<file path="config.mk">
export PLATFORM = sky130hd
export DESIGN_NAME = feature_out_reg
export DESIGN_NICKNAME = d
export VERILOG_FILES = /design/src/feature_buf_pkg.sv /design/src/feature_addr_decode.sv /design/src/feature_cell.sv /design/src/feature_out_map.sv /design/src/feature_out_reg.sv
export SDC_FILE = /design/constraint.sdc
export NUM_CORES = 2
export LEC_CHECK = 0
export ABC_AREA = 1
export BUFFER_PORTS_ARGS = -buffer_cell sky130_fd_sc_hd__buf_2
export CORE_AREA = 2 2 472 474
export DETAILED_ROUTE_END_ITERATION = 10
export DIE_AREA = 0 0 474 476
export GPL_ROUTABILITY_DRIVEN = 0
export PLACE_DENSITY_LB_ADDON = 0.15
export SLEW_MARGIN = 20
export SYNTH_ARGS = -nofsm -noshare
export SYNTH_HDL_FRONTEND = slang
export SYNTH_SLANG_ARGS = --single-unit
</file>
<file path="constraint.sdc">
create_clock -name clk_i -period 1.3 [get_ports clk_i]
set_input_delay 0.065 -clock clk_i [delete_from_list [all_inputs] [get_ports clk_i]]
set_output_delay 0.065 -clock clk_i [all_outputs]
set_load 0.02 [all_outputs]
</file>
<file path="src/feature_buf_pkg.sv">
/*
 * Feature output buffer shared definitions.
 * Element, vector and cell command types plus the channel constants.
 */
package feature_buf_pkg;

	// number of channels held in one cell vector.
	localparam int CH = 4;

	// width of one feature element.
	localparam int ELEM_W = 16;

	// width of one x or y coordinate, so a tile is at most 16 by 16 cells.
	localparam int ADDR_W = 4;

	// width of a whole cell vector.
	localparam int VEC_W = CH * ELEM_W;

	// one feature element.
	typedef logic [ELEM_W-1:0] elem_t;

	// one cell's content, element 0 in the low bits.
	typedef elem_t [CH-1:0] vector_t;

	// command broadcast from the decoder to every cell.
	// at most one of load and write is set in any cycle.
	typedef struct packed {
		logic    load;
		logic    write;
		vector_t data;
	} cell_cmd_t;

endpackage

</file>
<file path="src/feature_addr_decode.sv">
/*
 * Feature buffer address decoder.
 * Turns (x, y) into a one-hot cell select and merges bias preload,
 * write-done preload and accumulate writes into one cell command.
 */
`timescale 1ns/1ps

module feature_addr_decode #(
	parameter int GRID_DIM = 4
) (
	input  logic                                  clk_i,
	input  logic                                  rstn_i,

	input  logic [feature_buf_pkg::ADDR_W-1:0]    addr_x_i,
	input  logic [feature_buf_pkg::ADDR_W-1:0]    addr_y_i,

	input  logic                                  accum_en_i,
	input  logic                                  wr_done_i,
	input  logic                                  bias_full_i,

	input  feature_buf_pkg::vector_t              accum_data_i,
	input  feature_buf_pkg::vector_t              bias_data_i,

	output logic [GRID_DIM*GRID_DIM-1:0]          cell_sel_o,
	output feature_buf_pkg::cell_cmd_t            cell_cmd_o
);

	import feature_buf_pkg::*;

	logic    bias_full_q;
	logic    x_in_range;
	logic    y_in_range;
	logic    load;
	vector_t bias_rev;

	// bias_full is a level from the bias loader; the preload follows one cycle later.
	always_ff @(posedge clk_i)
	begin
		if (!rstn_i)
			bias_full_q <= 1'b0;
		else
			bias_full_q <= bias_full_i;
	end

	// an address at or above GRID_DIM lies off the tile.
	assign x_in_range = (addr_x_i < GRID_DIM);
	assign y_in_range = (addr_y_i < GRID_DIM);

	// cell index is y * GRID_DIM + x.
	// only in-grid coordinates can match, so an off-tile address selects no cell.
	for (genvar gy = 0; gy < GRID_DIM; gy++)
	begin : g_row
		for (genvar gx = 0; gx < GRID_DIM; gx++)
		begin : g_col
			assign cell_sel_o[gy*GRID_DIM+gx] =
				(addr_y_i == ADDR_W'(gy)) && (addr_x_i == ADDR_W'(gx));
		end
	end

	// the bias arrives with its elements in the opposite order to the cells.
	for (genvar gk = 0; gk < CH; gk++)
	begin : g_rev
		assign bias_rev[gk] = bias_data_i[CH-1-gk];
	end

	// a preload of either kind wins over an accumulate in the same cycle.
	assign load = bias_full_q || wr_done_i;

	assign cell_cmd_o.load  = load;
	assign cell_cmd_o.write = accum_en_i && !load;
	assign cell_cmd_o.data  = load ? bias_rev : accum_data_i;

	// an on-tile address selects exactly one cell and an off-tile address selects none.
	a_sel_onehot : assert property (
		@(posedge clk_i) disable iff (!rstn_i)
		(x_in_range && y_in_range) ? $onehot(cell_sel_o) : (cell_sel_o == '0)
	) else $error("feature_addr_decode: cell select does not match the address");

endmodule

</file>
<file path="src/feature_cell.sv">
/*
 * Feature buffer storage cell.
 * Holds one output vector and applies preload or addressed writes.
 */
`timescale 1ns/1ps

module feature_cell (
	input  logic                          clk_i,
	input  logic                          rstn_i,
	input  logic                          sel_i,
	input  feature_buf_pkg::cell_cmd_t    cmd_i,
	output feature_buf_pkg::vector_t      data_o
);

	// a load reaches every cell, a write only the selected one.
	always_ff @(posedge clk_i)
	begin
		if (!rstn_i)
			data_o <= '0;
		else if (cmd_i.load)
			data_o <= cmd_i.data;
		else if (cmd_i.write && sel_i)
			data_o <= cmd_i.data;
	end

	// the decoder resolves priority, so the cell never sees both.
	a_cmd_exclusive : assert property (
		@(posedge clk_i) disable iff (!rstn_i)
		!(cmd_i.load && cmd_i.write)
	) else $error("feature_cell: load and write set together");

endmodule

</file>
<file path="src/feature_out_map.sv">
/*
 * Feature buffer output mapper.
 * Reads back the addressed cell and presents all cells as channel planes.
 */
`timescale 1ns/1ps

module feature_out_map #(
	parameter int GRID_DIM = 4
) (
	input  logic [GRID_DIM*GRID_DIM-1:0]    cell_sel_i,
	input  feature_buf_pkg::vector_t        cell_data_i [0:GRID_DIM*GRID_DIM-1],

	output feature_buf_pkg::vector_t        prev_buf_data_o,
	output feature_buf_pkg::elem_t [feature_buf_pkg::CH-1:0][GRID_DIM*GRID_DIM-1:0]
	                                        feature_out_data_o
);

	import feature_buf_pkg::*;

	localparam int NCELL = GRID_DIM * GRID_DIM;

	// and-or read of the addressed cell.
	// with no bit of the select set the result stays zero.
	always_comb
	begin
		vector_t acc;

		acc = '0;
		for (int i = 0; i < NCELL; i++)
		begin
			acc = acc | (cell_data_i[i] & {VEC_W{cell_sel_i[i]}});
		end
		prev_buf_data_o = acc;
	end

	// the DDR write path drains one channel plane at a time,
	// so element c of cell i goes to slot i of plane c.
	for (genvar gc = 0; gc < CH; gc++)
	begin : g_plane
		for (genvar gi = 0; gi < NCELL; gi++)
		begin : g_slot
			assign feature_out_data_o[gc][gi] = cell_data_i[gi][gc];
		end
	end

endmodule

</file>
<file path="src/feature_out_reg.sv">
/*
 * Feature output register buffer for the convolution accelerator.
 * Holds one CH-element vector per cell of a GRID_DIM by GRID_DIM output tile.
 */
`timescale 1ns/1ps

module feature_out_reg #(
	parameter int GRID_DIM = 4
) (
	input  logic                                  clk_i,
	input  logic                                  rstn_i,

	// accumulate write port, one strobe per write.
	input  logic                                  accum_en_i,
	input  feature_buf_pkg::vector_t              accum_data_i,
	input  logic [feature_buf_pkg::ADDR_W-1:0]    addr_x_i,
	input  logic [feature_buf_pkg::ADDR_W-1:0]    addr_y_i,

	// bias preload.
	input  logic                                  bias_full_i,
	input  feature_buf_pkg::vector_t              bias_data_i,
	input  logic                                  wr_done_i,

	// readback of the addressed cell.
	output feature_buf_pkg::vector_t              prev_buf_data_o,

	// all cells as channel planes for the DDR write path.
	output feature_buf_pkg::elem_t [feature_buf_pkg::CH-1:0][GRID_DIM*GRID_DIM-1:0]
	                                              feature_out_data_o
);

	import feature_buf_pkg::*;

	localparam int NCELL = GRID_DIM * GRID_DIM;

	logic [NCELL-1:0] cell_sel;
	cell_cmd_t        cell_cmd;
	vector_t          cell_data [0:NCELL-1];

	feature_addr_decode #(
		.GRID_DIM     (GRID_DIM)
	) i_feature_addr_decode (
		.clk_i        (clk_i),
		.rstn_i       (rstn_i),
		.addr_x_i     (addr_x_i),
		.addr_y_i     (addr_y_i),
		.accum_en_i   (accum_en_i),
		.wr_done_i    (wr_done_i),
		.bias_full_i  (bias_full_i),
		.accum_data_i (accum_data_i),
		.bias_data_i  (bias_data_i),
		.cell_sel_o   (cell_sel),
		.cell_cmd_o   (cell_cmd)
	);

	// one cell per tile position, indexed y * GRID_DIM + x.
	for (genvar gi = 0; gi < NCELL; gi++)
	begin : g_cell
		feature_cell i_feature_cell (
			.clk_i  (clk_i),
			.rstn_i (rstn_i),
			.sel_i  (cell_sel[gi]),
			.cmd_i  (cell_cmd),
			.data_o (cell_data[gi])
		);
	end

	feature_out_map #(
		.GRID_DIM           (GRID_DIM)
	) i_feature_out_map (
		.cell_sel_i         (cell_sel),
		.cell_data_i        (cell_data),
		.prev_buf_data_o    (prev_buf_data_o),
		.feature_out_data_o (feature_out_data_o)
	);

endmodule

</file>
==> flow_metrics.tcl <==
set metrics [dict create \
    period_share_pct 150 \
    die_width_um 474 \
    ir_drop_uv 1250 \
    fillerInstances 23400 \
    seqCellArea_um2 21700 \
    ys_types 19 \
    slew_headroom_pct 65.4 \
    ios 1229 \
    cts.sinks 1025 \
    rsz0062_at_grt "true" \
    dr_total_vias 64400 \
    syn-num-nets 8062 \
    setup_ws_ns -0.649 \
    regToRegStartpoint "i_feature_addr_decode.bias_full_q" \
    hold_ws_ns 0.108 \
    core_area_um2 221000 \
    grt_usage_pct 29.9 \
    clk_pin_slew_ns 0.06 \
    cp_slowest_stage_delay_ns 0.33 \
    worstHoldPathCells 6 \
    clock_skew_ns 0.0282 \
    antenna_found_initial 27 \
    drive_gt1_share_pct 42.0 \
    ys_seq_area_share_pct 41.1 \
    slowest_stage "dfxtp_2" \
    wire_per_inst_um 27.5 \
    hpwl_mm 241 \
    path_cells "nand3_2 > nand2_1 > inv_1 > nand2_2 > nor2_4 > buf_6 > nand2_4 > buf_6" \
    cts_buffers 133 \
    yosysTopAreaCell "dfxtp_1" \
    syn2layout_area_growth_pct 64.3 \
    die_area_um2 226000 \
    cp_data_required_time_ns 1.24 \
    crit_path_frequent_cell "buf_6" \
    final_hold_viol_count 0 \
    setup.worst_path.end_class "output pin" \
    p_leak_nw 39.8 \
    antenna_left 0 \
    cp.arrival_ns 1.88 \
    r2r-end "g_cell[3].i_feature_cell.data_o[33]" \
    multiInputGateArea_um2 27200 \
    htreeDepth 4 \
    overflow 0 \
    first_pass_iters 6 \
    drt_iter0_drc 6141 \
    synth.cell_area_um2 49900 \
    via_per_inst 4.92 \
    min_period_ns 1.95 \
    finalNonFillerCells 13100 \
    port_buffers 1228 \
    netlist.area_leader.share_pct 41.1 \
    path_max_fanout 2 \
    start_util_pct 22.6 \
    worst_hold_startpoint "accum_en_i" \
    violations "negative setup slack" \
    outcome "finished with violations" \
    layout.nets 10100 \
    cts_tree "yes" \
    ys_warn_count 0 \
    ys_top_cells_by_area "dfxtp_1 (41%), nor2_1 (14%), nand3_1 (12%), nand2_1 (9.8%), o21ai_0 (6.2%)" \
    grt_pass1_wl_mm 480 \
    grt_max_degree 85 \
    worstHoldEndpoint "g_cell[13].i_feature_cell.data_o[57]" \
    rrSetupSlack_ns -0.47 \
    worstMarginPinSlew_ns 0.519 \
    syn_avg_cell_area_um2 6.30 \
    num_rows 173 \
    worstSkewPairLatency_ns 0.84 \
    fp.dieH_um 476 \
    setup_viol_count_final 2112 \
    worstHoldPathType "primary input to flop" \
    maxSlewViolCount 0 \
    synth_cells 7921 \
    drv_cap 0 \
    worst-setup-path-type "flop to output pin" \
    drc_errors 0 \
    worst_r2r_path_depth 12 \
    ys_ff_latch 1025 \
    first_global_vias 60400 \
    fin_util_pct 37.1 \
    clockRootBuffer "clkbuf_16" \
    total_power_w 0.102 \
    totalWireLength_mm 359 \
    powerDensity_nw_per_um2 1240 \
    clk_path_buf_depth 3 \
    dp_cells 12300 \
    max_freq_mhz 513 \
    cp-start-kind "flop" \
]
==> metal layers <==
metal  GRT usage (%)  up-vias  wire, µm
met5               0        -        36
met4            15.3        6     21200
met3            7.15      703     31400
met2            48.3     3315    163000
met1            37.0    31200    143000
li1                -    29200         -
==> state kept, by name (all words and copies together), names as in the netlist <==
register                           cells
i_feature_addr_decode.bias_full_q      1
g_cell.i_feature_cell.data_o        1024
==> worst max-delay path by stage <==
stage | start | end | slack [ns] | cells past startpoint
2_1_floorplan | i_feature_addr_decode.bias_full_q | g_cell[9].i_feature_cell.data_o[10] | -0.06 | 7
3_3_place_gp | addr_y_i[2] | prev_buf_data_o[60] | -0.74 | 15
3_5_place_dp | addr_y_i[2] | prev_buf_data_o[60] | -0.70 | 15
4_1_cts | g_cell[8].i_feature_cell.data_o[63] | prev_buf_data_o[63] | -0.75 | 8
5_1_grt | g_cell[8].i_feature_cell.data_o[63] | prev_buf_data_o[63] | -0.74 | 8
6_report | g_cell[8].i_feature_cell.data_o[63] | prev_buf_data_o[63] | -0.65 | 8
==> cells by family (layout without fill, tap and decap cells) <==
family | Yosys count | in the layout | share of synthesized area [%]
AO/OA/AOI/OAI | 1091 | 1091 | 11.0
buffers and inverters | 1391 | 3560 | 11.6
flip-flops | 1025 | 1025 | 41.1
other | 0 | 13 | 0
AND/OR/NAND/NOR | 4414 | 4414 | 36.3
==> worst max-delay path: cells and delay by family, from the launching register on <==
kind | cells | cell delay, ns
simple gates | 5 | 0.38
buf+inv | 3 | 0.34
flops | 1 | 0.33
==> synthesized netlist by cell type <==
library cell / count
nor3_4: 3
nand2_2: 6
buf_2: 429
dfxtp_1: 1025
clkbuf_1: 202
o21ai_0: 621
buf_1: 27
nor2_2: 2
nand2_1: 1304
a21oi_4: 3
buf_4: 9
nand3_1: 1165
nor2_4: 6
nand2_4: 1
inv_1: 714
a21oi_1: 256
o21ai_1: 211
inv_2: 10
nor2_1: 1927
==> stage by stage <==
step / setup WS (ns) / cell area (µm²) / setup TNS [ns]
6_report: -0.649 / 82100 / -592.72
5_1_grt: -0.740 / 82000 / -758.19
4_1_cts: -0.750 / 78800 / -674.32
3_5_place_dp: -0.703 / 66300 / -552.54
3_3_place_gp: -0.741 / 66300 / -558.75
2_1_floorplan: -0.0632 / 50200 / -19.88
==> power by group <==
part           total (W)  switching [W]  internal [W]
clock network     0.0394         0.0162        0.0233
logic             0.0253         0.0161       0.00918
registers         0.0369        0.00244        0.0344
==> final cells by class <==
class / instances / area share, %
antenna: 13 / 0.0396
clock buffer: 191 / 4.70
clock inverter: 45 / 0.781
inverter: 724 / 3.41
multi-input combinational: 5505 / 33.2
sequential: 1025 / 26.4
tap: 2975 / 4.54
timing repair buffer: 2600 / 26.9
==> repair_timing <==
action	4_1_cts	5_1_grt
pin swaps	408	330
gates resized for setup	1325	662
hold endpoints to repair	1025	0
setup buffers	269	123
setup endpoints to repair	2112	2112
hold buffers	131	0
cloned	31	19
==> cell usage in the layout, fill, tap and decap left out, types with 61 or more instances in the layout <==
cell type and instances:
dfxtp_2 459, o21ai_0 606, nand2_1 970, buf_2 1160, inv_2 108, nor2_4 61, a21oi_1 247, o21ai_1 217
nand3_2 343, buf_4 865, nand3_1 810, clkbuf_16 153, nor2_1 1821, buf_6 108, buf_12 257, inv_1 605
nand2_2 290, dlygate4sd3_1 131, dfxtp_4 151, dfxtp_1 415
No activity file was read; power rests on OpenSTA's default activity.
